**config.mk**
```make
export PLATFORM = sky130hd
export DESIGN_NAME = mipsDecodeTop
export DESIGN_NICKNAME = d
export VERILOG_FILES = /design/src/design/mipsDecodePkg.sv /design/src/design/instrDecoder.sv /design/src/design/branchComparator.sv /design/src/design/registerFile.sv /design/src/design/decodeStage.sv /design/src/design/mipsDecodeTop.sv
export VERILOG_INCLUDE_DIRS = /design/src /design/src/include
export SDC_FILE = /design/constraint.sdc
export NUM_CORES = 2
export LEC_CHECK = 0
export BUFFER_PORTS_ARGS = -buffer_cell sky130_fd_sc_hd__buf_4
export CORE_MARGIN = 8
export CORE_UTILIZATION = 40
export CTS_CLUSTER_DIAMETER = 120
export DETAILED_ROUTE_END_ITERATION = 16
export GPL_TIMING_DRIVEN = 1
export PLACE_DENSITY_LB_ADDON = 0.1
export SETUP_SLACK_MARGIN = 0.4
export SLEW_MARGIN = 20
export SYNTH_ARGS = -nofsm -noshare
export SYNTH_HDL_FRONTEND = slang
export SYNTH_SLANG_ARGS = --single-unit
```
**constraint.sdc**
```tcl
create_clock -name clk -period 5.6 [get_ports clk]
set_input_delay 1.12 -clock clk [delete_from_list [all_inputs] [get_ports clk]]
set_output_delay 1.12 -clock clk [all_outputs]
set_load 0.005 [all_outputs]
```
**src/include/mipsDecode_params.svh**
```systemverilog
// Widths and register-file sizing for the decode stage, included by the package and RTL
`ifndef MIPSDECODE_PARAMS_SVH
`define MIPSDECODE_PARAMS_SVH

// Register and PC width
`define DATA_W 32

// Register address width
`define REG_ADDR_W 5

// Number of architectural registers
`define REG_COUNT 32

// Register written by jal
`define LINK_REG 31

`endif

```
**src/design/mipsDecodePkg.sv**
```systemverilog
// Operation and format enums plus the pipeline bundles shared by the decode stage modules
`include "mipsDecode_params.svh"

package mipsDecodePkg;

    // opNop must stay at zero so a cleared ID/EX register reads as a bubble
    typedef enum logic [5:0] {
        opNop = 6'd0,
        // R-type ALU
        opAdd, opSub, opAddu, opSubu, opAnd, opOr, opXor, opNor, opSlt, opSltu,
        // R-type shifts
        opSll, opSllv, opSrl, opSrlv, opSra, opSrav,
        // Register jumps
        opJr, opJalr,
        // I-type ALU
        opAddi, opAddiu, opAndi, opOri, opXori, opLui, opSlti, opSltiu,
        // Loads
        opLw, opLh, opLhu, opLb, opLbu,
        // Stores
        opSw, opSh, opSb,
        // Branches
        opBeq, opBne, opBlez, opBgtz, opBgez, opBltz,
        // Absolute jumps
        opJ, opJal
    } opCode_e;

    typedef enum logic [1:0] {
        fmtR,
        fmtI,
        fmtJ
    } instrFormat_e;

    // Decoder output, raw fields alongside the resolved operation
    typedef struct packed {
        opCode_e                op;
        instrFormat_e           format;
        logic [4:0]             rs;
        logic [4:0]             rt;
        logic [4:0]             rd;
        logic [4:0]             shamt;
        logic [15:0]            imm16;
        logic [25:0]            jumpTarget;
    } decodedInstr_t;

    typedef struct packed {
        logic [`DATA_W-1:0]     instr;
        logic [`DATA_W-1:0]     pc;
    } fetchBundle_t;

    // Writeback port, en acts as a single-cycle strobe
    typedef struct packed {
        logic                   en;
        logic [`REG_ADDR_W-1:0] addr;
        logic [`DATA_W-1:0]     data;
    } regWrite_t;

    typedef struct packed {
        opCode_e                op;
        logic [`DATA_W-1:0]     pc;
        logic [`DATA_W-1:0]     rsData;
        logic [`DATA_W-1:0]     rtData;
        logic [15:0]            imm16;
        logic [4:0]             shamt;
        logic [`REG_ADDR_W-1:0] destReg;
        logic [`DATA_W-1:0]     destData;
    } idExBundle_t;

    // Branch resolution for the next-PC logic
    typedef struct packed {
        opCode_e                op;
        logic                   taken;
    } branchInfo_t;

endpackage

```
**src/design/instrDecoder.sv**
```systemverilog
// Combinational MIPS decoder that turns an instruction word into an operation, format and fields
`include "mipsDecode_params.svh"

module instrDecoder import mipsDecodePkg::*; (
    input  logic [`DATA_W-1:0] instr,
    output decodedInstr_t      dec
);

    logic [5:0] opcode;
    logic [5:0] funct;

    assign opcode = instr[31:26];
    assign funct  = instr[5:0];

    always_comb begin
        // Field split is fixed by the MIPS encoding
        dec.rs         = instr[25:21];
        dec.rt         = instr[20:16];
        dec.rd         = instr[15:11];
        dec.shamt      = instr[10:6];
        dec.imm16      = instr[15:0];
        dec.jumpTarget = instr[25:0];

        // Unknown encodings fall through as a bubble
        dec.op     = opNop;
        dec.format = fmtI;

        if (instr != '0) begin
            if (opcode == 6'b000000) begin
                // SPECIAL, selected by funct
                dec.format = fmtR;
                case (funct)
                    6'b100000: dec.op = opAdd;
                    6'b100010: dec.op = opSub;
                    6'b100001: dec.op = opAddu;
                    6'b100011: dec.op = opSubu;
                    6'b100100: dec.op = opAnd;
                    6'b100101: dec.op = opOr;
                    6'b100110: dec.op = opXor;
                    6'b100111: dec.op = opNor;
                    6'b101010: dec.op = opSlt;
                    6'b101011: dec.op = opSltu;
                    6'b000000: dec.op = opSll;
                    6'b000100: dec.op = opSllv;
                    6'b000010: dec.op = opSrl;
                    6'b000110: dec.op = opSrlv;
                    6'b000011: dec.op = opSra;
                    6'b000111: dec.op = opSrav;
                    6'b001000: dec.op = opJr;
                    6'b001001: dec.op = opJalr;
                    default: begin
                        dec.op     = opNop;
                        dec.format = fmtI;
                    end
                endcase
            end else if (opcode == 6'b000001) begin
                // REGIMM, rt picks the condition
                case (dec.rt)
                    5'b00001: dec.op = opBgez;
                    5'b00000: dec.op = opBltz;
                    default:  dec.op = opNop;
                endcase
            end else begin
                case (opcode)
                    // Immediate ALU
                    6'b001000: dec.op = opAddi;
                    6'b001001: dec.op = opAddiu;
                    6'b001100: dec.op = opAndi;
                    6'b001101: dec.op = opOri;
                    6'b001110: dec.op = opXori;
                    6'b001111: dec.op = opLui;
                    6'b001010: dec.op = opSlti;
                    6'b001011: dec.op = opSltiu;
                    // Loads
                    6'b100011: dec.op = opLw;
                    6'b100001: dec.op = opLh;
                    6'b100101: dec.op = opLhu;
                    6'b100000: dec.op = opLb;
                    6'b100100: dec.op = opLbu;
                    // Stores
                    6'b101011: dec.op = opSw;
                    6'b101001: dec.op = opSh;
                    6'b101000: dec.op = opSb;
                    // Branches comparing rs and rt or rs alone
                    6'b000100: dec.op = opBeq;
                    6'b000101: dec.op = opBne;
                    6'b000110: dec.op = opBlez;
                    6'b000111: dec.op = opBgtz;
                    6'b000010: begin
                        dec.op     = opJ;
                        dec.format = fmtJ;
                    end
                    6'b000011: begin
                        dec.op     = opJal;
                        dec.format = fmtJ;
                    end
                    default: dec.op = opNop;
                endcase
            end
        end
    end

endmodule

```
**src/design/branchComparator.sv**
```systemverilog
// Resolves the branch condition of the decoded operation in the decode stage
`include "mipsDecode_params.svh"

module branchComparator import mipsDecodePkg::*; (
    input  opCode_e            op,
    input  logic [`DATA_W-1:0] rsData,
    input  logic [`DATA_W-1:0] rtData,
    output logic               taken
);

    logic rsNeg;
    logic rsZero;

    // Sign comes from the top bit only
    assign rsNeg  = rsData[`DATA_W-1];
    assign rsZero = (rsData == '0);

    always_comb begin
        case (op)
            opBeq:   taken = (rsData == rtData);
            opBne:   taken = (rsData != rtData);
            opBgez:  taken = !rsNeg;
            opBltz:  taken = rsNeg;
            opBgtz:  taken = !rsNeg && !rsZero;
            opBlez:  taken = rsNeg || rsZero;
            default: taken = 1'b0;
        endcase
    end

endmodule

```
**src/design/registerFile.sv**
```systemverilog
// General register file with two combinational read ports, one write port and write-through
`include "mipsDecode_params.svh"

module registerFile import mipsDecodePkg::*; (
    input  logic                   clk,
    input  logic                   rst,
    input  logic [`REG_ADDR_W-1:0] raddrA,
    input  logic [`REG_ADDR_W-1:0] raddrB,
    output logic [`DATA_W-1:0]     rdataA,
    output logic [`DATA_W-1:0]     rdataB,
    input  regWrite_t              wb
);

    logic [`DATA_W-1:0] regs [`REG_COUNT];

    // Zero register reads 0, a pending write is bypassed to the reader
    function automatic logic [`DATA_W-1:0] readPort(input logic [`REG_ADDR_W-1:0] addr);
        if (addr == '0)
            return '0;
        if (wb.en && (wb.addr == addr))
            return wb.data;
        return regs[addr];
    endfunction

    always_ff @(posedge clk) begin
        if (rst) begin
            for (int i = 0; i < `REG_COUNT; i++) begin
                regs[i] <= '0;
            end
        end else if (wb.en && (wb.addr != '0)) begin
            regs[wb.addr] <= wb.data;
        end
    end

    always_comb begin
        rdataA = readPort(raddrA);
        rdataB = readPort(raddrB);
    end

endmodule

```
**src/design/decodeStage.sv**
```systemverilog
// Decode stage: decoder, branch compare, destination select and the ID/EX pipeline register
`include "mipsDecode_params.svh"

module decodeStage import mipsDecodePkg::*; (
    input  logic                   clk,
    input  logic                   rst,
    input  logic                   stall,
    input  logic                   clr,
    input  fetchBundle_t           fetch,
    output logic [`REG_ADDR_W-1:0] raddrA,
    output logic [`REG_ADDR_W-1:0] raddrB,
    input  logic [`DATA_W-1:0]     rdataA,
    input  logic [`DATA_W-1:0]     rdataB,
    output branchInfo_t            branch,
    output idExBundle_t            idEx
);

    decodedInstr_t          dec;
    logic                   taken;
    logic [`REG_ADDR_W-1:0] destReg;
    logic [`DATA_W-1:0]     destData;
    idExBundle_t            idExNext;

    instrDecoder u_decoder (
        .instr (fetch.instr),
        .dec   (dec)
    );

    branchComparator u_comparator (
        .op     (dec.op),
        .rsData (rdataA),
        .rtData (rdataB),
        .taken  (taken)
    );

    assign raddrA = dec.rs;
    assign raddrB = dec.rt;

    // Resolved in the same cycle for the next-PC logic
    assign branch = '{op: dec.op, taken: taken};

    always_comb begin
        if (dec.op == opJal)
            destReg = `REG_ADDR_W'(`LINK_REG);
        else if (dec.format == fmtR)
            destReg = dec.rd;
        else
            destReg = dec.rt;

        // Return address skips the delay slot
        if ((dec.op == opJal) || (dec.op == opJalr))
            destData = fetch.pc + `DATA_W'(8);
        else if (dec.op == opLui)
            destData = {dec.imm16, {(`DATA_W - 16){1'b0}}};
        else
            destData = '0;
    end

    assign idExNext = '{
        op:       dec.op,
        pc:       fetch.pc,
        rsData:   rdataA,
        rtData:   rdataB,
        imm16:    dec.imm16,
        shamt:    dec.shamt,
        destReg:  destReg,
        destData: destData
    };

    // Clear wins over stall, a cleared entry is a bubble
    always_ff @(posedge clk) begin
        if (rst || clr)
            idEx <= '0;
        else if (!stall)
            idEx <= idExNext;
    end

endmodule

```
**src/design/mipsDecodeTop.sv**
```systemverilog
// Top level of the decode slice, connecting the register file to the decode stage
`include "mipsDecode_params.svh"

module mipsDecodeTop import mipsDecodePkg::*; (
    input  logic         clk,
    input  logic         rst,
    input  logic         stall,
    input  logic         clr,
    input  fetchBundle_t fetch,
    input  regWrite_t    wb,
    output branchInfo_t  branch,
    output idExBundle_t  idEx
);

    logic [`REG_ADDR_W-1:0] raddrA;
    logic [`REG_ADDR_W-1:0] raddrB;
    logic [`DATA_W-1:0]     rdataA;
    logic [`DATA_W-1:0]     rdataB;

    registerFile u_regFile (
        .clk    (clk),
        .rst    (rst),
        .raddrA (raddrA),
        .raddrB (raddrB),
        .rdataA (rdataA),
        .rdataB (rdataB),
        .wb     (wb)
    );

    decodeStage u_decode (
        .clk    (clk),
        .rst    (rst),
        .stall  (stall),
        .clr    (clr),
        .fetch  (fetch),
        .raddrA (raddrA),
        .raddrB (raddrB),
        .rdataA (rdataA),
        .rdataB (rdataB),
        .branch (branch),
        .idEx   (idEx)
    );

endmodule

```
==> metrics.yaml <==
status: "finished with violations"
violations: "setup timing"
die_y_um: 413
yosys-top-cells-area: "edfxtp_1 49%, mux4_2 16%, and2_1 9.6%"
dp_hpwl_um: 189000
clock_path_buffers: 3
finalCritPeriodShare_pct: 103
wl_met3_um: 30900
cts.htree.levels: 4
setup_viol: 1
crit_chain: "buf_6 > buf_12 > buf_4 > buf_12 > mux4_2 > mux2i_1 > buf_4 > a21oi_1 > a32oi_2 > xor2_1 > buf_4 > nand4_1 > nor4_4 > buf_4 > a31o_4 > nand3_4 > buf_6 > buf_6"
synth_area_per_cell_um2: 13.7
nets: 5453
ant_nets: 0
synth_top_cell_area_share_pct: 48.8
die_area_um2: 170000
max_freq_mhz: 173
period_needed_ns: 5.77
core_area_um2: 156000
start_util_pct: 40.3
synth-seq-cells: 1179
synthCells: 4589
worst_slew_pin_slew_ns: 1.15
wl_per_cell_um: 37.2
vias_per_cell: 6.24
postSynth.asyncResetShare_pct: 0
grt_pass1_vias: 45629
dr_total_vias: 46924
min_from: "u_decode.idEx[65]"
critPathLaunchType: "input port"
syn_to_final_growth_pct: 24.5
power_density_nw_per_um2: 294
wirelength_um: 280000
wl_met2_um: 125000
row_count: 145
die_w_um: 413
min_to: "u_decode.idEx[65]"
r2r_cells: 8
crit_fanout: 15
grt_usage_pct: 32.0
rsz0062_at_grt: "true"
tritoncts: "built"
final.fill_count: 13483
clk_latency_ns: 0.80
cts_buffers: 139
routed.top_layer: "met5"
wl_met1_um: 107000
worst-setup-path-type: "in -> out"
io_pins: 273
place_area_um2: 71900
end_kind: "primary output"
skew_ns: 0.0235
path_clk_slew_ns: 0.06
yosys.area.top_type: "edfxtp_1"
finalSetupTns_ns: -0.171
ys_types: 92
r2r_slack_ns: 2.92
vdd_drop_max_mv: 0.288
drv_slew: 0
cp.arrival_ns: 4.65
grt_pass1_wl_um: 379000
synthFlopType: "edfxtp_1"
r2r_end: "u_decode.idEx[79]"
drive_gt1_share_pct: 35.1
p_leak_nw: 29.0
fin_hold_ws_ns: 0.469
antenna_found_initial: 24
maxCapViolCount: 0
synth_warnings: 0
setup_ws_ns: -0.171
design_area_um2: 78400
drc_errors: 0
synth_edf_count: 1024
ys_seq_area_share_pct: 53.8
worstPathRequired_ns: 4.48
syn_area_um2: 63000
hold_viol: 0
slew_headroom_pct: 23.5
drt-initial-drc-count: 7065
io_buffers: 272
r2r_start: "u_regFile.regs[31][21]"
cts_hold_buf: 0
drt_pass1_iterations: 8
holdPathStages: 2
grt_max_degree: 108
crit_top_cell: "buf_4"
slowest_delay_ns: 0.40
cts_sinks: 1179
hp-class: "reg -> reg"
post-place-ws_ns: -0.939
gr-total-overflow: 0
cts_root_buf: "clkbuf_16"
gp_congestion: 0.951
cp_slowest_cell: "nor4_4"
-- stage by stage --
| stage | power [mW] | util [%] | std cells |
|---|---|---|---|
| global route | 23.5 | 50.1 | 7508 |
| finish | 23.0 | 50.2 | 7515 |
| global placement | 14.0 | 46.0 | 7172 |
| CTS | 22.9 | 49.8 | 7486 |
| detailed placement | 14.0 | 46.0 | 7172 |
| floorplan | 12.1 | - | 4620 |
-- cell usage in the layout, fill, tap and decap left out, drive strengths merged, types with 31 or more instances in the layout --
cell type,count
a21oi,114
a221oi,60
a22oi,84
and2,969
buf,1040
clkbuf,185
clkinv,42
conb,32
dfxtp,155
edfxtp,1024
inv,31
mux2i,251
mux4,464
nand2,91
nand3,41
nor2,246
nor2b,40
nor3,80
o21ai,42
o22ai,50
or2,38
xnor2,41
-- how the worst max path moves through the flow --
| stage | startpoint | endpoint | slack (ns) |
|---|---|---|---|
| floorplan | fetch[49] | branch[0] | 0.54 |
| global placement | fetch[48] | branch[0] | -0.94 |
| detailed placement | fetch[48] | branch[0] | -0.94 |
| CTS | fetch[54] | branch[0] | -0.10 |
| global route | fetch[53] | branch[0] | -0.17 |
| finish | fetch[55] | branch[0] | -0.17 |
-- Yosys cell counts (16+ instances only) --
master	instances
buf_6	35
nor2_1	245
or2_2	36
o21ai_0	38
nand2_1	91
mux2i_1	251
nor2b_1	40
nand2b_1	28
edfxtp_1	1024
mux4_1	29
or3_1	24
nand4_1	25
clkbuf_1	299
xor2_1	29
a32oi_1	18
dfxtp_1	155
o22ai_1	50
mux4_2	435
a21oi_1	112
xnor2_1	41
nor3_1	77
nand3_1	41
buf_4	36
a22oi_1	84
a211oi_1	16
buf_2	69
inv_1	19
a221oi_1	58
and2_1	967
-- cell families after synthesis --
group	synth area share, %
flops	53.8
xor+xnor	0.974
fa+ha+maj	0.0199
other cells	0.00596
mux	21.0
compound gates	5.27
buf+inv	3.85
simple gates	15.1
-- power breakdown --
group	internal [mW]	switching (mW)
clock network	4.96	3.86
registers	10.0	0.246
logic	1.71	2.23
-- layout make-up --
cell class                      count  area [um2]  share of cell area [%]
Clock buffer                      182        3780                    4.83
Sequential cell                  1179       33900                    43.2
Tap cell                         2058        2570                    3.29
Clock inverter                     61         509                   0.650
Antenna cell                        9        22.5                  0.0287
Timing Repair Buffer             1048        9640                    12.3
Inverter                           20        75.1                  0.0958
Multi-Input combinational cell   2958       27900                    35.6
-- timing repair --
item | in CTS | in global routing
gates cloned | 9 | 3
setup buffers | 62 | 16
pin swaps | 44 | 30
resized for setup | 167 | 57
setup endpoints to repair | 1 | 1
-- critical path, delay by kind of cell --
family / cells / cell delay, ns
mux: 2 / 0.52
xor+xnor: 1 / 0.18
compound gates: 3 / 0.54
simple gates: 3 / 0.72
buf+inv: 9 / 1.51
-- layer usage --
metal / up-vias / GRT usage, %
li1: 18983 / -
met1: 24065 / 42.0
met2: 3169 / 49.9
met3: 701 / 7.53
met4: 6 / 16.0
met5: - / 0
-- flip-flops by register name (all words and copies together), names as in the netlist --
signal and count:
u_decode.idEx 155, u_regFile.regs 1024
(Power assumes the default switching activity.)
